<file path="src/design/host_pkg.sv">
`default_nettype none

package host_pkg;

	// ------------------------------------------------------------
	// sizes shared by the pipe FIFOs, the DMA and the memory
	// ------------------------------------------------------------
	localparam int WORD_W          = 32;
	localparam int BLOCK_SIZE      = 16;  // words per burst and per throttle block
	localparam int FIFO_DEPTH      = 64;
	localparam int FIFO_CNT_W      = 7;   // holds 0 to FIFO_DEPTH
	localparam int FIFO_PTR_W      = $clog2(FIFO_DEPTH);
	localparam int BUFFER_HEADROOM = 4;   // margin for host latency on the pipe-in side

	localparam int MEM_DEPTH       = 256;
	localparam int MEM_ADDR_W      = 8;
	localparam int MEM_CNT_W       = 9;   // holds 0 to MEM_DEPTH
	localparam int BEAT_W          = $clog2(BLOCK_SIZE);

	localparam int CALIB_CYCLES    = 8;   // start-up hold before the memory reports ready
	localparam int CALIB_W         = $clog2(CALIB_CYCLES);

	typedef logic [WORD_W-1:0]     word_t;
	typedef logic [FIFO_CNT_W-1:0] fifo_cnt_t;
	typedef logic [MEM_ADDR_W-1:0] mem_addr_t;
	typedef logic [MEM_CNT_W-1:0]  mem_cnt_t;

	typedef enum logic [2:0] {
		IDLE,
		WRITE_BURST,  // pipe-in FIFO to memory
		WRITE_DRAIN,
		READ_BURST,   // memory to pipe-out FIFO
		READ_DRAIN
	} dma_state_t;

endpackage

`default_nettype wire

</file>
<file path="src/design/pipe_fifo.sv">
`default_nettype none

module pipe_fifo (
	input  logic                i_clk_ok,
	input  logic                i_arst_n,
	input  logic                i_clear,           // synchronous flush
	input  logic                i_wr_en,
	input  host_pkg::word_t     i_wr_data,
	input  logic                i_rd_en,
	output host_pkg::word_t     o_rd_data,
	output logic                o_rd_valid,
	output host_pkg::fifo_cnt_t o_count,
	output logic                o_full,
	output logic                o_empty,
	output logic                o_room_for_block,  // pipe-in throttle
	output logic                o_block_avail      // pipe-out throttle
);

	host_pkg::word_t                 fifo_mem [host_pkg::FIFO_DEPTH];
	logic [host_pkg::FIFO_PTR_W-1:0] wr_ptr;
	logic [host_pkg::FIFO_PTR_W-1:0] rd_ptr;
	logic                            do_wr;
	logic                            do_rd;

	assign o_full  = (o_count == host_pkg::fifo_cnt_t'(host_pkg::FIFO_DEPTH));
	assign o_empty = (o_count == '0);
	assign do_wr   = i_wr_en && !o_full;   // write when full is dropped
	assign do_rd   = i_rd_en && !o_empty;  // read when empty is dropped

	// ------------------------------------------------------------
	// pointers and fill count
	// ------------------------------------------------------------
	always_ff @(posedge i_clk_ok or negedge i_arst_n) begin
		if (!i_arst_n) begin
			wr_ptr     <= '0;
			rd_ptr     <= '0;
			o_count    <= '0;
			o_rd_valid <= 1'b0;
		end else if (i_clear) begin
			wr_ptr     <= '0;
			rd_ptr     <= '0;
			o_count    <= '0;
			o_rd_valid <= 1'b0;
		end else begin
			o_rd_valid <= do_rd;
			if (do_wr)
				wr_ptr <= wr_ptr + 1'b1;  // wraps at FIFO_DEPTH
			if (do_rd)
				rd_ptr <= rd_ptr + 1'b1;
			case ({do_wr, do_rd})
				2'b10:   o_count <= o_count + 1'b1;
				2'b01:   o_count <= o_count - 1'b1;
				default: o_count <= o_count;
			endcase
		end
	end

	// storage and registered read data
	always_ff @(posedge i_clk_ok) begin
		if (do_wr)
			fifo_mem[wr_ptr] <= i_wr_data;
		if (do_rd)
			o_rd_data <= fifo_mem[rd_ptr];
	end

	// ------------------------------------------------------------
	// block throttle flags, one cycle behind the count
	// ------------------------------------------------------------
	always_ff @(posedge i_clk_ok or negedge i_arst_n) begin
		if (!i_arst_n) begin
			o_room_for_block <= 1'b0;
			o_block_avail    <= 1'b0;
		end else begin
			o_room_for_block <= (o_count <= host_pkg::fifo_cnt_t'(host_pkg::FIFO_DEPTH -
				host_pkg::BUFFER_HEADROOM - host_pkg::BLOCK_SIZE));
			o_block_avail    <= (o_count >= host_pkg::fifo_cnt_t'(host_pkg::BLOCK_SIZE));
		end
	end

endmodule

`default_nettype wire

</file>
<file path="config.mk">
export PLATFORM = sky130hd
export DESIGN_NAME = pipe_fifo
export DESIGN_NICKNAME = d
export VERILOG_FILES = /design/src/design/host_pkg.sv /design/src/design/pipe_fifo.sv
export SDC_FILE = /design/constraint.sdc
export NUM_CORES = 2
export LEC_CHECK = 0
export BUFFER_PORTS_ARGS = -buffer_cell sky130_fd_sc_hd__buf_2
export CAP_MARGIN = 20
export CORE_MARGIN = 2
export CORE_UTILIZATION = 35
export DETAILED_ROUTE_END_ITERATION = 16
export PLACE_DENSITY = 0.57
export SKIP_CTS_REPAIR_TIMING = 1
export SLEW_MARGIN = 15
export SYNTH_ARGS = -nofsm -noshare
export SYNTH_HDL_FRONTEND = slang
export SYNTH_SLANG_ARGS = --single-unit
</file>
<file path="constraint.sdc">
create_clock -name i_clk_ok -period 5.1 [get_ports i_clk_ok]
set_clock_uncertainty 0.15 [all_clocks]
set_input_delay 1.275 -clock i_clk_ok [delete_from_list [all_inputs] [get_ports i_clk_ok]]
set_output_delay 1.275 -clock i_clk_ok [all_outputs]
set_load 0.1 [all_outputs]
</file>
==> results by group <==
Critical path
  – Crit path arrival time: about 2.5 ns
  – Slowest stage delay, CP: between 0.4 and 0.5 ns
  – Worst setup SP type: flop
  – Setup crit end: o_full
  – Worst r2r src: rd_ptr[0]$_DFFE_PN0P_
  – Critical-path top delay cell: nor4_1
  – Worst Path Max Fanout: 6
  – Minimum setup slack among reg-to-reg paths: roughly 1.3 ns
  – Req. time, crit path: 3.67 ns
  – R2R Path End: o_rd_data[0]$_DFFE_PP_
  – FF-to-FF path depth: 5
  – Critical path launch point: o_count[3]$_DFFE_PN0P_
  – Critical-path cell list: nor4_1 > and3_1 > buf_2
  – Crit Path Class: flop to output port
  – CP Capture Type: output port

Logic synthesis
  – Ys async rst share: 1.05%
  – Post-synth EDFFs: between 2,000 and 2,500
  – Distinct cells, synth: 60
  – Gate Count Post-Synth: ~3,500
  – Top cell type's share of synthesized area: around four fifths
  – Post-synth top flop: edfxtp_1
  – Synthesized area: between 80,000 and 90,000 um^2
  – Sequential area share after synthesis: about four fifths
  – Synth Area per Inst: between 20 and 25 um^2
  – Top cells by count, synth: edfxtp_1, mux4_2, nor2_1
  – Cell taking the most area after synthesis: edfxtp_1
  – Most frequent cell after synthesis: edfxtp_1
  – Synth area leaders: edfxtp_1, mux4_2, mux2i_1, dfrtp_1, a221oi_1
  – Synthesized flop and latch total: 2,102
  – Syn nets: between 3,000 and 4,000
  – Yosys warning count: 0

Global route
  – First-pass GRT wire length: around 300,000 um
  – Vias in the first global route: a little under 40,000
  – Initial antenna violation count: 17
  – GR Overflow Total: 0
  – Largest net degree at the start of global routing: 65
  – Total track usage: between 10% and 20%

Final layout
  – Synth-to-Final Area Change: 15.5%
  – Final Instance Area: just over 90,000 um^2
  – Proportion of layout cells with a drive suffix above 1: 29.7%
  – Final nets: ~3,900

Pwr
  – Leak: 28.3 nW
  – Pwr/cell area: 441 nW/um^2
  – Total power: 40.8 mW
  – Max IR drop VDD: roughly 0.35 mV

Floorplanning
  – Core box area: about 230,000 um^2
  – Initial Utilization: 35.2%
  – Full die area: about 230,000 um^2
  – Die outline height: 482 um
  – Die extent in x: roughly 480 um
  – # rows: around 180
  – IO Count: slightly above 80

Drt
  – Post-Route WL: between 200,000 and 250,000 um
  – Vias: ~38,000
  – Post-route antenna net violation count: 0
  – Routed vias/inst: roughly 5.5
  – Iteration-0 DRC Markers: 4,982
  – Residual DRC: 0
  – 1st-pass router iterations: 7
  – Drt wl/cell: 30.9 um

Placed design
  – Placed wire-length estimate: between 100,000 and 150,000 um
  – Port Buffers: 80
  – Placed inst area: between 80,000 and 90,000 um^2
  – Gpl congestion: between 0.8 and 0.9
  – Dpl ws: between 1 and 1.5 ns

STA
  – Period utilization: approximately three quarters
  – Endpoints failing setup: 0
  – Fin crit period: about 3.9 ns
  – Final TNS setup: 0 ns
  – Fmax: 0.256 GHz
  – Final Max Tran Viols: 0
  – Relative slew slack: 17.6%
  – Final Hold Viols: 0
  – RSZ-0062 raised after global routing: no
  – Worst-margin pin slew: between 1 and 1.5 ns
  – Final setup margin: roughly 1.2 ns

CTS
  – Number of buffers created by CTS: approximately 210
  – CTS tree: built
  – Clock root buffer: clkbuf_16
  – Clock tree sinks: 2,102
  – Worst-case clock buffer depth: 3
  – H-tree levels: 4
  – Worst-path clk slew: 0.06 ns
  – Worst-Skew Late Latency: about 0.86 ns

Job
  – Max-cap violations: 0

Status
  – Status: completed

Min path
  – Hold Path Class: input pin to asynchronous set/reset pin
-- report_power, final --
part	internal (mW)	leakage, nW	switching (mW)
Clock	8.21	3.15	6.52
Sequential	19.2	19.0	0.295
Combinational	2.65	6.14	3.87
Total	30.1	28.3	10.7
-- routing by layer --
metal	track usage, %	vias up	part of all wire [%]
li1	-	15600	-
met1	26.6	21000	42
met2	29.9	1511	49
met3	2.79	251	7.0
met4	4.72	0	2.3
met5	0	-	0
-- flip-flops by register name, indices dropped and copies added, names as in the netlist --
| register | count |
|---|---|
| wr_ptr | 6 |
| fifo_mem | 2048 |
| o_rd_valid | 1 |
| o_rd_data | 32 |
| o_count | 7 |
| o_block_avail | 1 |
| rd_ptr | 6 |
| o_room_for_block | 1 |
-- cells in the final DEF, fill, tap and decap left out, drive strengths merged, types with 15 or more instances in the layout --
cell type | synthesis | routed
o211a | 15 | 15
a31oi | 18 | 18
nor2 | 97 | 97
a221oi | 52 | 52
o22ai | 20 | 20
mux4 | 512 | 512
o21ai | 55 | 55
buf | 113 | 297
clkbuf | 81 | 260
clkinv | 0 | 97
nand2 | 84 | 84
o221ai | 43 | 43
a21oi | 51 | 51
mux2i | 86 | 86
edfxtp | 2080 | 2080
dfrtp | 22 | 22
-- kinds of logic after synthesis --
kind of cell    count (synthesis)  share of synthesized area, %
fa+ha+maj                       8                         0.134
simple gates                  266                          1.53
flops                        2102                          78.7
buf+inv                       201                          1.13
compound gates                300                          2.68
mux                           611                          15.7
xor+xnor                       12                         0.141
-- worst max-delay path, delay by kind of cell, from the launching register on --
kind	cells	cell delay, ns
buffers and inverters	1	0.45
DFF	1	0.44
and+or+nand+nor	2	0.75
-- stage by stage --
| stage | util (%) | hold WS (ns) | cells |
|---|---|---|---|
| after global placement | 37.8 | 0.454 | 6603 |
| final | 40.7 | 0.296 | 7000 |
| after global routing | 40.7 | 0.293 | 6993 |
| after CTS | 40.6 | 0.236 | 6989 |
| after detailed placement | 37.8 | 0.432 | 6608 |
| after floorplan | - | 0.451 | 3500 |
-- final cells by class --
| type | instances | area [um^2] |
|---|---|---|
| Multi-Input combinational cell | 1197 | 16600 |
| Fill cell | 19900 | 135000 |
| Sequential cell | 2102 | 63000 |
| Clock buffer | 260 | 5460 |
| Tap cell | 3009 | 3760 |
| Antenna cell | 8 | 20.0 |
| Clock inverter | 121 | 1030 |
| Inverter | 6 | 27.5 |
| Timing Repair Buffer | 297 | 2510 |
-- how the worst min path moves through the flow --
stage / from / to / slack, ns / cells past startpoint
5_1_grt: i_arst_n / o_count[4]$_DFFE_PN0P_ / 0.29 / 1
4_1_cts: i_arst_n / o_count[2]$_DFFE_PN0P_ / 0.24 / 1
3_5_place_dp: o_count[5]$_DFFE_PN0P_ / o_room_for_block$_DFF_PN0_ / 0.43 / 1
6_report: i_arst_n / o_count[2]$_DFFE_PN0P_ / 0.30 / 1
2_1_floorplan: wr_ptr[1]$_DFFE_PN0P_ / wr_ptr[1]$_DFFE_PN0P_ / 0.45 / 2
3_3_place_gp: o_count[5]$_DFFE_PN0P_ / o_room_for_block$_DFF_PN0_ / 0.45 / 1
No activity file was read; power rests on OpenSTA's default activity.
