==> src/design/host_pkg.sv <==
`default_nettype none

package host_pkg;

	// ------------------------------------------------------------
	// sizes shared by the pipe FIFOs, the DMA and the memory
	// ------------------------------------------------------------
	localparam int WORD_W          = 32;
	localparam int BLOCK_SIZE      = 16;  // words per burst and per throttle block
	localparam int FIFO_DEPTH      = 64;
	localparam int FIFO_CNT_W      = 7;   // holds 0 to FIFO_DEPTH
	localparam int FIFO_PTR_W      = $clog2(FIFO_DEPTH);
	localparam int BUFFER_HEADROOM = 4;   // margin for host latency on the pipe-in side

	localparam int MEM_DEPTH       = 256;
	localparam int MEM_ADDR_W      = 8;
	localparam int MEM_CNT_W       = 9;   // holds 0 to MEM_DEPTH
	localparam int BEAT_W          = $clog2(BLOCK_SIZE);

	localparam int CALIB_CYCLES    = 8;   // start-up hold before the memory reports ready
	localparam int CALIB_W         = $clog2(CALIB_CYCLES);

	typedef logic [WORD_W-1:0]     word_t;
	typedef logic [FIFO_CNT_W-1:0] fifo_cnt_t;
	typedef logic [MEM_ADDR_W-1:0] mem_addr_t;
	typedef logic [MEM_CNT_W-1:0]  mem_cnt_t;

	typedef enum logic [2:0] {
		IDLE,
		WRITE_BURST,  // pipe-in FIFO to memory
		WRITE_DRAIN,
		READ_BURST,   // memory to pipe-out FIFO
		READ_DRAIN
	} dma_state_t;

endpackage

`default_nettype wire

==> src/design/dma_ifs.sv <==
`default_nettype none

// ------------------------------------------------------------
// read side of the pipe-in FIFO as seen by the DMA
// ------------------------------------------------------------
interface fifo_rd_if (input logic okClk);

	logic               rd_en;     // only while count is non-zero
	host_pkg::word_t    rd_data;   // one cycle after rd_en
	logic               rd_valid;
	host_pkg::fifo_cnt_t count;

	modport fifo (
		input  okClk,
		input  rd_en,
		output rd_data,
		output rd_valid,
		output count
	);

	modport dma (
		input  okClk,
		output rd_en,
		input  rd_data,
		input  rd_valid,
		input  count
	);

endinterface

// ------------------------------------------------------------
// single port of the block memory, one write and one read path
// ------------------------------------------------------------
interface mem_if (input logic okClk);

	logic                wr_en;
	host_pkg::mem_addr_t wr_addr;
	host_pkg::word_t     wr_data;
	logic                rd_en;
	host_pkg::mem_addr_t rd_addr;
	host_pkg::word_t     rd_data;   // valid the cycle after rd_en
	logic                rd_valid;

	modport mem (
		input  okClk,
		input  wr_en, wr_addr, wr_data,
		input  rd_en, rd_addr,
		output rd_data, rd_valid
	);

	modport dma (
		input  okClk,
		output wr_en, wr_addr, wr_data,
		output rd_en, rd_addr,
		input  rd_data, rd_valid
	);

endinterface

`default_nettype wire

==> src/design/burst_counter.sv <==
`default_nettype none

module burst_counter (
	input  logic                okClk,
	input  logic                i_arst_n,
	input  logic                i_clear,
	input  logic                i_wr_step,      // one memory write
	input  logic                i_rd_step,      // one memory read
	input  logic                i_burst_start,  // load the beat counter
	input  logic                i_beat,
	output host_pkg::mem_addr_t o_wr_addr,
	output host_pkg::mem_addr_t o_rd_addr,
	output host_pkg::mem_cnt_t  o_stored,
	output logic                o_burst_last
);

	logic [host_pkg::BEAT_W-1:0] beats_left;  // beats after the current one

	assign o_burst_last = (beats_left == '0);

	// ------------------------------------------------------------
	// circular store pointers and occupancy
	// ------------------------------------------------------------
	always_ff @(posedge okClk or negedge i_arst_n) begin
		if (!i_arst_n) begin
			o_wr_addr <= '0;
			o_rd_addr <= '0;
			o_stored  <= '0;
		end else if (i_clear) begin
			o_wr_addr <= '0;
			o_rd_addr <= '0;
			o_stored  <= '0;
		end else begin
			if (i_wr_step)
				o_wr_addr <= o_wr_addr + 1'b1;  // wraps at MEM_DEPTH
			if (i_rd_step)
				o_rd_addr <= o_rd_addr + 1'b1;
			case ({i_wr_step, i_rd_step})
				2'b10:   o_stored <= o_stored + 1'b1;
				2'b01:   o_stored <= o_stored - 1'b1;
				default: o_stored <= o_stored;
			endcase
		end
	end

	// beat counter of the burst in progress
	always_ff @(posedge okClk or negedge i_arst_n) begin
		if (!i_arst_n)
			beats_left <= '0;
		else if (i_clear)
			beats_left <= '0;
		else if (i_burst_start)
			beats_left <= host_pkg::BEAT_W'(host_pkg::BLOCK_SIZE - 1);
		else if (i_beat && !o_burst_last)
			beats_left <= beats_left - 1'b1;
	end

endmodule

`default_nettype wire

==> src/design/dma_fsm.sv <==
`default_nettype none

module dma_fsm (
	input  logic                okClk,
	input  logic                i_arst_n,
	input  logic                i_clear,
	input  logic                i_reads_en,
	input  logic                i_writes_en,
	input  logic                i_calib_done,
	fifo_rd_if.dma              in_fifo,
	mem_if.dma                  mem,
	input  host_pkg::fifo_cnt_t i_out_count,
	output logic                o_out_wr_en,
	output host_pkg::word_t     o_out_wr_data
);

	host_pkg::dma_state_t state;
	host_pkg::dma_state_t state_nxt;
	host_pkg::mem_cnt_t   stored;
	host_pkg::mem_addr_t  wr_addr;
	host_pkg::mem_addr_t  rd_addr;
	logic                 write_ok;
	logic                 read_ok;
	logic                 burst_start;
	logic                 burst_last;
	logic                 beat;

	// ------------------------------------------------------------
	// burst eligibility where only whole blocks move
	// ------------------------------------------------------------
	assign write_ok = i_calib_done && i_writes_en &&
		(in_fifo.count >= host_pkg::fifo_cnt_t'(host_pkg::BLOCK_SIZE)) &&
		(stored <= host_pkg::mem_cnt_t'(host_pkg::MEM_DEPTH - host_pkg::BLOCK_SIZE));

	assign read_ok = i_calib_done && i_reads_en &&
		(stored >= host_pkg::mem_cnt_t'(host_pkg::BLOCK_SIZE)) &&
		(i_out_count <= host_pkg::fifo_cnt_t'(host_pkg::FIFO_DEPTH - host_pkg::BLOCK_SIZE));

	always_comb begin
		state_nxt = state;
		case (state)
			host_pkg::IDLE: begin
				if (write_ok)
					state_nxt = host_pkg::WRITE_BURST;  // writes win a tie
				else if (read_ok)
					state_nxt = host_pkg::READ_BURST;
			end
			host_pkg::WRITE_BURST: begin
				if (burst_last)
					state_nxt = host_pkg::WRITE_DRAIN;
			end
			host_pkg::WRITE_DRAIN: begin
				if (!in_fifo.rd_valid)
					state_nxt = host_pkg::IDLE;  // last word is written at this edge
			end
			host_pkg::READ_BURST: begin
				if (burst_last)
					state_nxt = host_pkg::READ_DRAIN;
			end
			host_pkg::READ_DRAIN: begin
				if (!mem.rd_valid)
					state_nxt = host_pkg::IDLE;
			end
			default: state_nxt = host_pkg::IDLE;
		endcase
	end

	assign burst_start = (state == host_pkg::IDLE) && (write_ok || read_ok);
	assign beat        = (state == host_pkg::WRITE_BURST) || (state == host_pkg::READ_BURST);

	assign in_fifo.rd_en = (state == host_pkg::WRITE_BURST);  // one FIFO read per beat
	assign mem.rd_en     = (state == host_pkg::READ_BURST) && !i_clear;  // no word trails a flush
	assign mem.wr_addr   = wr_addr;
	assign mem.rd_addr   = rd_addr;

	// ------------------------------------------------------------
	// state and write strobes
	// ------------------------------------------------------------
	always_ff @(posedge okClk or negedge i_arst_n) begin
		if (!i_arst_n) begin
			state       <= host_pkg::IDLE;
			mem.wr_en   <= 1'b0;
			o_out_wr_en <= 1'b0;
		end else if (i_clear) begin
			state       <= host_pkg::IDLE;
			mem.wr_en   <= 1'b0;
			o_out_wr_en <= 1'b0;
		end else begin
			state       <= state_nxt;
			mem.wr_en   <= in_fifo.rd_valid;  // FIFO word lands in memory next cycle
			o_out_wr_en <= mem.rd_valid;      // memory word lands in pipe-out next cycle
		end
	end

	always_ff @(posedge okClk) begin
		mem.wr_data   <= in_fifo.rd_data;
		o_out_wr_data <= mem.rd_data;
	end

	burst_counter u_burst_counter (
		.okClk         (okClk),
		.i_arst_n      (i_arst_n),
		.i_clear       (i_clear),
		.i_wr_step     (mem.wr_en),
		.i_rd_step     (mem.rd_en),
		.i_burst_start (burst_start),
		.i_beat        (beat),
		.o_wr_addr     (wr_addr),
		.o_rd_addr     (rd_addr),
		.o_stored      (stored),
		.o_burst_last  (burst_last)
	);

endmodule

`default_nettype wire

==> src/flat_wrapper.sv <==
// flat-port wrapper written by rule: the top's interface ports become plain ports
module dma_fsm_flat 
  (okClk, i_arst_n, i_clear, i_reads_en, i_writes_en, i_calib_done, i_out_count, o_out_wr_en, o_out_wr_data, in_fifo_rd_en, in_fifo_rd_data, in_fifo_rd_valid, in_fifo_count, mem_wr_en, mem_wr_addr, mem_wr_data, mem_rd_en, mem_rd_addr, mem_rd_data, mem_rd_valid);
  fifo_rd_if in_fifo_i (.okClk(okClk));
  mem_if mem_i (.okClk(okClk));
  input  logic okClk;
  input  logic i_arst_n;
  input  logic i_clear;
  input  logic i_reads_en;
  input  logic i_writes_en;
  input  logic i_calib_done;
  input  host_pkg::fifo_cnt_t i_out_count;
  output logic o_out_wr_en;
  output host_pkg::word_t o_out_wr_data;
  output wire logic [$bits(in_fifo_i.rd_en)-1:0] in_fifo_rd_en;
  input wire logic [$bits(in_fifo_i.rd_data)-1:0] in_fifo_rd_data;
  input wire logic [$bits(in_fifo_i.rd_valid)-1:0] in_fifo_rd_valid;
  input wire logic [$bits(in_fifo_i.count)-1:0] in_fifo_count;
  output wire logic [$bits(mem_i.wr_en)-1:0] mem_wr_en;
  output wire logic [$bits(mem_i.wr_addr)-1:0] mem_wr_addr;
  output wire logic [$bits(mem_i.wr_data)-1:0] mem_wr_data;
  output wire logic [$bits(mem_i.rd_en)-1:0] mem_rd_en;
  output wire logic [$bits(mem_i.rd_addr)-1:0] mem_rd_addr;
  input wire logic [$bits(mem_i.rd_data)-1:0] mem_rd_data;
  input wire logic [$bits(mem_i.rd_valid)-1:0] mem_rd_valid;
  assign in_fifo_rd_en = in_fifo_i.rd_en;
  assign in_fifo_i.rd_data = in_fifo_rd_data;
  assign in_fifo_i.rd_valid = in_fifo_rd_valid;
  assign in_fifo_i.count = in_fifo_count;
  assign mem_wr_en = mem_i.wr_en;
  assign mem_wr_addr = mem_i.wr_addr;
  assign mem_wr_data = mem_i.wr_data;
  assign mem_rd_en = mem_i.rd_en;
  assign mem_rd_addr = mem_i.rd_addr;
  assign mem_i.rd_data = mem_rd_data;
  assign mem_i.rd_valid = mem_rd_valid;
  dma_fsm u_core (.okClk(okClk), .i_arst_n(i_arst_n), .i_clear(i_clear), .i_reads_en(i_reads_en), .i_writes_en(i_writes_en), .i_calib_done(i_calib_done), .in_fifo(in_fifo_i), .mem(mem_i), .i_out_count(i_out_count), .o_out_wr_en(o_out_wr_en), .o_out_wr_data(o_out_wr_data));
endmodule
==> config.mk <==
export PLATFORM = sky130hd
export DESIGN_NAME = dma_fsm_flat
export DESIGN_NICKNAME = d
export VERILOG_FILES = /design/src/design/host_pkg.sv /design/src/design/dma_ifs.sv /design/src/design/burst_counter.sv /design/src/design/dma_fsm.sv /design/src/flat_wrapper.sv
export SDC_FILE = /design/constraint.sdc
export NUM_CORES = 1
export LEC_CHECK = 0
export BUFFER_PORTS_ARGS = -buffer_cell sky130_fd_sc_hd__buf_4
export CORE_UTILIZATION = 45
export CTS_CLUSTER_SIZE = 20
export DETAILED_ROUTE_END_ITERATION = 10
export PLACE_DENSITY = 0.75
export SYNTH_ARGS = -nofsm -noshare
export SYNTH_HDL_FRONTEND = slang
export SYNTH_SLANG_ARGS = --single-unit
export TNS_END_PERCENT = 10
==> constraint.sdc <==
create_clock -name okClk -period 2.6 [get_ports okClk]
set_input_delay 0.39 -clock okClk [delete_from_list [all_inputs] [get_ports okClk]]
set_output_delay 0.39 -clock okClk [all_outputs]
set_load 0.005 [all_outputs]
==> metrics.csv, run 1 <==
stage,metric,value,unit
run_status,status,finished clean,
yosys,area share of and/or/nand/nor cells after synthesis,16.4,%
timing,fmax,0.431,GHz
worst_setup_path,critical path class,flip-flop to flip-flop,
clock_tree,CTS tree,built,
worst_setup_path,WP data required,2880,ps
detailed_routing,Pre-antenna DRT Iters,4,
detailed_routing,initial DRC count,173,
detailed_routing,DR DRC count,0,
yosys,main flop type after synthesis,dfxtp_1,
grt,largest net degree at the start of global routing,45,
timing,worst relative slew slack,69.8,%
yosys,Synth cell types,49,
clock_tree,clk root buf,clkbuf_8,
timing,fin crit period,2320,ps
yosys,Yosys warning total,0,
detailed_routing,Routed WL,8610,µm
timing,setup_tns,0,ps
clock_tree,clock tree buffer depth,2,
finish,Layout Nets,565,
grt,wire length of the first global-routing pass,12800,µm
grt,number of antenna violations at the first check in global routing,0,
timing,setup repair after global routing missed its margin,no,
floorplanning,starting density of the core,46.5,%
timing,number of setup violations in the final report,0,
clock_tree,clk_lat worst skew,360,ps
timing,Final Max Slew Viols,0,
clock_tree,"CTS clk-pin slew, worst paths",100,ps
yosys,multiplexer area fraction after synthesis,1.86,%
worst_setup_path,kind of end point of the critical path,flip-flop,
finish,share of post-route cells with drive strength above 1,40.6,%
timing,tightest hold margin,125,ps
timing,final setup slack of the worst path,281,ps
floorplanning,number of placement rows,31,
job,max-capacitance violation count,0,
finish,Area Overhead vs Synth,47.3,%
worst_setup_path,sequence of cells on the critical path,nand4bb_1 -> nor2_1 -> xor2_1 -> ha_1 -> nor3_1 -> a311oi_1 -> o22ai_1 -> xor2_1 -> a211oi_2,
worst_setup_path,Startpoint Class,flip-flop,
detailed_routing,average wire per standard cell,14.9,µm
hold_path,HP Class,primary input to flip-flop,
floorplanning,Die Area,0.00780,mm²
yosys,async set-or-reset flop fraction in the synthesized netlist,34.7,%
floorplanning,vertical die dimension,88.3,µm
yosys,area of the mapped netlist,0.00335,mm²
grt,via count of the first global-routing pass,2717,
finish,number of inserted diodes,0,
placed_design,Worst Setup Slack post-DPL,309,ps
power_and_ir_drop,overall power of the completed layout,3.01,mW
clock_tree,Inserted Clock Buffers,9,
yosys,"EDFF count, synth",0,
grt,total routing resource utilization after global routing,22.1,%
grt,final global-route overflow total,0,
floorplanning,width of the die,88.3,µm
yosys,parity-gate share of the synthesized area counting xor and xnor cells,4.18,%
worst_setup_path,Worst path most repeated cell,xor2_1,
yosys,largest family of logic cells by synthesized area,simple AND/OR/NAND/NOR gates,
timing,slew at the pin closest to its max-slew limit,450,ps
clock_tree,H-tree levels,3,
timing,hold violation count in the final report,0,
yosys,share of the yosys chip area belonging to registers,63.6,%
yosys,area share of fa/ha/maj cells after synthesis,2.24,%
timing,share of the cycle needed by the critical path after routing,89.2,%
worst_setup_path,buffers plus inverters on the worst setup path,0,
floorplanning,Core Footprint,0.00721,mm²
yosys,net count after synthesis,393,
worst_setup_path,slowest CP cell,dfrtp_1,
detailed_routing,post-DR vias/cell,4.90,
detailed_routing,remaining number of nets flagged by the antenna check after routing,0,
placed_design,Final GP Congestion,0.872,
power_and_ir_drop,Lkg Pwr,2.39,nW
yosys,area fraction in compound gates after synthesis,9.18,%
timing,worst clock skew,11.1,ps
clock_tree,CTS Sinks,98,
yosys,number of synthesized register bits,98,
worst_setup_path,largest fanout of any net on the critical path,11,
worst_setup_path,family with the most delay on the worst path,compound AO/OA/AOI/OAI gates,
worst_setup_path,CP peak stage delay,500,ps
placed_design,number of buffers inserted by port buffering,165,
yosys,Avg Synthesized Cell Area,11.1,µm²
worst_setup_path,critical path data arrival time,2590,ps
detailed_routing,routed vias,2826,
clock_tree,count of instances resized after the clock tree is built,0,
placed_design,half-perimeter wire length of the detailed placement result,6510,µm
finish,fin util,68.5,%
power_and_ir_drop,power per standard cell area,609,mW/mm²
floorplanning,Ports,170,
power_and_ir_drop,maximum vdd ir drop,0.609,mV
yosys,gate count after technology mapping,301,
## per-stage QoR
stage                     cell area [µm²]  std cells
final                                4940        577
after global routing                 4940        577
after CTS                            4940        577
after detailed placement             4710        560
after global placement               4710        560
after floorplan                      3350        301
## state kept, by name (all words and copies together) (netlist names)
register / cells
u_core.u_burst_counter.beats_left: 4
u_core.o_out_wr_data: 32
u_core.o_out_wr_en: 1
u_core.u_burst_counter.o_wr_addr: 8
u_core.mem.wr_data: 32
u_core.state: 3
u_core.u_burst_counter.o_stored: 9
u_core.u_burst_counter.o_rd_addr: 8
u_core.mem.wr_en: 1
## logic make-up after synthesis
family                     count (synthesis)
adders and majority gates                  6
xor gates and xnor gates                  16
muxes                                      6
buffers and inverters                     20
DFF                                       98
AOI/OAI and AO/OA                         45
and+or+nand+nor                          110
## cell type report
cell class / count / area (µm²)
Sequential cell: 98 / 2130
Multi-Input combinational cell: 183 / 1140
Clock buffer: 10 / 138
Inverter: 8 / 30.0
Tap cell: 99 / 124
Fill cell: 578 / 2270
Timing Repair Buffer: 173 / 1300
Clock inverter: 6 / 78.8
## per-layer routing
layer  track usage (%)  vias to the layer above  part of all wire, %
met3              8.77                        9                  9.9
met5                 0                        -                    0
met1              25.0                     1308                   37
met2              38.1                      121                   52
met4              7.48                        0                  1.2
li1                  -                     1388                    -
## layout by cell type (no fill, tap or decap), drive strengths merged, types with 8 or more instances in the layout
master | Yosys | routed
buf | 7 | 172
dfxtp | 64 | 64
nor2 | 35 | 35
dfrtp | 34 | 34
nand2 | 26 | 26
a21oi | 16 | 16
inv | 8 | 12
xor2 | 11 | 11
nor3 | 10 | 10
clkbuf | 5 | 10
nand4 | 8 | 8
## path summary, 6_finish.rpt
check                                                                  end  slack [ps]  cells past startpoint                                       startpoint
max                         u_core.u_burst_counter.o_stored[6]$_DFFE_PN0P_         280                      9                      u_core.state[0]$_DFFE_PN0P_
min                                       u_core.o_out_wr_data[13]$_DFF_P_         120                      1                                  mem_rd_data[13]
max reg2reg                 u_core.u_burst_counter.o_stored[6]$_DFFE_PN0P_         280                      9                      u_core.state[0]$_DFFE_PN0P_
min reg2reg                u_core.u_burst_counter.o_rd_addr[7]$_DFFE_PN0P_         570                      2  u_core.u_burst_counter.o_rd_addr[7]$_DFFE_PN0P_
max in group asynchronous  u_core.u_burst_counter.o_rd_addr[0]$_DFFE_PN0P_        1750                      2                                         i_arst_n
min in group asynchronous   u_core.u_burst_counter.o_stored[7]$_DFFE_PN0P_         520                      2                                         i_arst_n
## repair_timing
action,in CTS,in global routing
hold buffers,1,0
hold endpoints to repair,34,0
setup buffers,0,0
setup endpoints to repair,0,0
## worst reg2reg max path: stages, from the launching register on
cell and delay (ps):
dfrtp_1 500, nand4bb_1 180, nor2_1 210, xor2_1 190, ha_1 260, nor3_1 110, a311oi_1 310, o22ai_1 130
xor2_1 160, a211oi_2 210
## report_power, final
group / internal (mW) / total, mW / leakage (nW) / switching (mW)
sequential: 1.58 / 1.62 / 1.01 / 0.0407
clock: 0.493 / 1.04 / 0.111 / 0.548
combinational: 0.202 / 0.346 / 1.27 / 0.144
total: 2.28 / 3.01 / 2.39 / 0.732
## synth_stat cells, types with 2 or more instances
cell | number | share of area, %
nor2_1 | 35 | 3.9
a31oi_1 | 2 | 0.37
xor2_1 | 11 | 2.9
a21oi_1 | 16 | 2.4
dfrtp_1 | 34 | 25
a221oi_1 | 2 | 0.52
o21ai_0 | 7 | 1.0
buf_1 | 2 | 0.22
and3_1 | 4 | 0.75
nand3_1 | 4 | 0.60
nand3b_1 | 3 | 0.67
o2111ai_1 | 2 | 0.52
mux2i_1 | 4 | 1.2
inv_1 | 8 | 0.90
o31ai_1 | 3 | 0.67
nor3_1 | 10 | 1.5
nand2_1 | 26 | 2.9
xnor2_1 | 5 | 1.3
nor2b_1 | 4 | 0.75
nand4_1 | 8 | 1.5
clkbuf_1 | 5 | 0.56
dfxtp_1 | 64 | 38
o22ai_1 | 2 | 0.37
mux2_1 | 2 | 0.67
ha_1 | 6 | 2.2
o211ai_1 | 2 | 0.45
buf_4 | 2 | 0.45
buf_2 | 3 | 0.45
or4_1 | 2 | 0.45
or3_1 | 4 | 0.75
Note: power is estimated with default switching activity, not from simulation.
==> run 2: changes to the inputs <==
Settings changed: CELL_PAD_IN_SITES_DETAIL_PLACEMENT set to 2, CELL_PAD_IN_SITES_GLOBAL_PLACEMENT set to 2, CORE_UTILIZATION 45 to 26, PLACE_DENSITY 0.75 to 0.74.
==> metrics.csv, run 2 (same netlist as run 1, synthesis figures left out) <==
stage,metric,value,unit
run_status,status,finished clean,
finish,most frequent cells in the layout,"buf_4 (172), dfxtp_1 (64), nor2_1 (35), dfrtp_1 (34), nand2_1 (26)",
worst_setup_path,launching element of the worst setup path,u_core.state[1]$_DFFE_PN0P_,
timing,worst relative slew slack,67.6,%
floorplanning,Die Area,0.0134,mm²
worst_setup_path,startpoint of the lowest-slack register-to-register path,u_core.state[1]$_DFFE_PN0P_,
finish,fin util,40.5,%
placed_design,Worst Setup Slack post-DPL,300,ps
timing,hold violation count in the final report,0,
finish,number of filler instances in the final layout,1361,
timing,slew at the pin closest to its max-slew limit,486,ps
finish,number of inserted diodes,0,
clock_tree,setup repair bufs after CTS,0,
placed_design,number of buffers inserted by port buffering,165,
detailed_routing,met3 routed wirelength,1000,µm
finish,final standard cell area without fillers,0.00511,mm²
placed_design,half-perimeter wire length of the detailed placement result,8870,µm
grt,via count of the first global-routing pass,3411,
hold_path,HP Class,primary input to async pin,
clock_tree,CTS tree,built,
grt,wire length of the first global-routing pass,17800,µm
finish,footprint of the multi-input gates,0.00114,mm²
detailed_routing,Pre-antenna DRT Iters,4,
power_and_ir_drop,maximum vdd ir drop,0.438,mV
placed_design,Final GP Congestion,0.790,
timing,final setup slack of the worst path,277,ps
detailed_routing,DR DRC count,0,
clock_tree,total of hold buffers inserted after clock tree synthesis,0,
worst_setup_path,critical path data arrival time,2580,ps
power_and_ir_drop,power per standard cell area,659,mW/mm²
clock_tree,CTS Sinks,98,
floorplanning,number of placement rows,41,
floorplanning,vertical die dimension,116,µm
placed_design,cell area reported after detailed placement,0.00480,mm²
timing,fin crit period,2320,ps
detailed_routing,total length of routed met2 wires,6370,µm
worst_setup_path,critical path class,flip-flop to flip-flop,
clock_tree,clk root buf,clkbuf_16,
clock_tree,H-tree levels,3,
timing,number of setup violations in the final report,0,
floorplanning,starting density of the core,26.6,%
grt,final global-route overflow total,0,
floorplanning,Ports,170,
job,max-capacitance violation count,0,
finish,"most common cell after layout, fill and taps aside",buf_4,
finish,footprint of the flip-flops and latches,0.00213,mm²
finish,Regs by FF count,"u_core.mem.wr_data x32, u_core.o_out_wr_data x32, u_core.u_burst_counter.o_stored x9",
finish,final cell count without fillers,649,
clock_tree,clk_lat worst skew,340,ps
finish,Layout Nets,564,
placed_design,Placed Instances,633,
timing,setup_tns,0,ps
timing,Final Max Slew Viols,0,
detailed_routing,initial DRC count,81,
floorplanning,width of the die,116,µm
detailed_routing,routed vias,2956,
clock_tree,"CTS clk-pin slew, worst paths",70,ps
detailed_routing,met1 wire length,4090,µm
clock_tree,count of instances resized after the clock tree is built,0,
detailed_routing,highest metal layer used by the detailed router,met4,
clock_tree,clock tree buffer depth,2,
worst_setup_path,Startpoint Class,flip-flop,
detailed_routing,remaining number of nets flagged by the antenna check after routing,0,
detailed_routing,post-DR vias/cell,4.55,
grt,largest net degree at the start of global routing,36,
timing,setup repair after global routing missed its margin,no,
detailed_routing,Routed WL,11600,µm
finish,Area Overhead vs Synth,52.4,%
timing,fmax,0.430,GHz
floorplanning,Core Footprint,0.0126,mm²
finish,share of post-route cells with drive strength above 1,40.7,%
detailed_routing,average wire per standard cell,17.8,µm
timing,worst clock skew,5.38,ps
clock_tree,Inserted Clock Buffers,9,
worst_setup_path,largest fanout of any net on the critical path,8,
grt,total routing resource utilization after global routing,18.1,%
timing,share of the cycle needed by the critical path after routing,89.4,%
worst_setup_path,WP data required,2860,ps
worst_setup_path,kind of end point of the critical path,flip-flop,
power_and_ir_drop,Lkg Pwr,2.42,nW
grt,number of antenna violations at the first check in global routing,0,
run 2: cell count changes in the layout (fill, tap and decap cells not counted), sizes merged:
cell         delta
clkbuf          -1
clkinvlp        +1
dlygate4sd3     -1
run 2: area by class of cell:
cell class	instances	area share [%]
Multi-Input combinational cell	183	22.2
Sequential cell	98	41.7
Tap cell	172	4.21
Clock inverter	7	1.62
Inverter	8	0.587
Timing Repair Buffer	172	25.3
Clock buffer	9	4.41
run 2: path summary, 6_finish.rpt:
| kind | slack, ps | to | depth (start not counted) |
|---|---|---|---|
| max reg2reg | 280 | u_core.u_burst_counter.o_stored[6]$_DFFE_PN0P_ | 9 |
| min | 2 | u_core.u_burst_counter.o_stored[3]$_DFFE_PN0P_ | 1 |
| min reg2reg | 570 | u_core.u_burst_counter.beats_left[1]$_DFFE_PN0P_ | 2 |
| max in group asynchronous | 2250 | u_core.u_burst_counter.o_wr_addr[5]$_DFFE_PN0P_ | 1 |
| max | 280 | u_core.u_burst_counter.o_stored[6]$_DFFE_PN0P_ | 9 |
| min in group okClk | 140 | u_core.mem.wr_data[24]$_DFF_P_ | 1 |
run 2: stage by stage:
stage / hold WS [ps] / power [mW]
after floorplan: 94.4 / 1.77
after global placement: 389 / 2.01
after detailed placement: 395 / 2.03
after CTS: 17.4 / 3.43
after global routing: 23.4 / 3.52
final: 2.12 / 3.37
run 2: report_power, final:
| part | switching, mW | internal [mW] |
|---|---|---|
| clock network | 0.617 | 0.765 |
| logic | 0.161 | 0.203 |
| registers | 0.0428 | 1.58 |
run 2: worst max-delay path: stages (launching register included):
cell       delay (ps)
dfrtp_1           490
nand4bb_1         190
nor2_1            200
xor2_1            180
ha_1              270
nor3_1            100
a311oi_1          300
o22ai_1           130
xor2_1            170
a211oi_2          220
run 2: layer usage:
metal  global-route usage, %  vias up
met5                       0        -
met4                    4.85        0
met3                    7.27        7
met2                    34.9      113
met1                    17.7     1451
li1                        -     1385
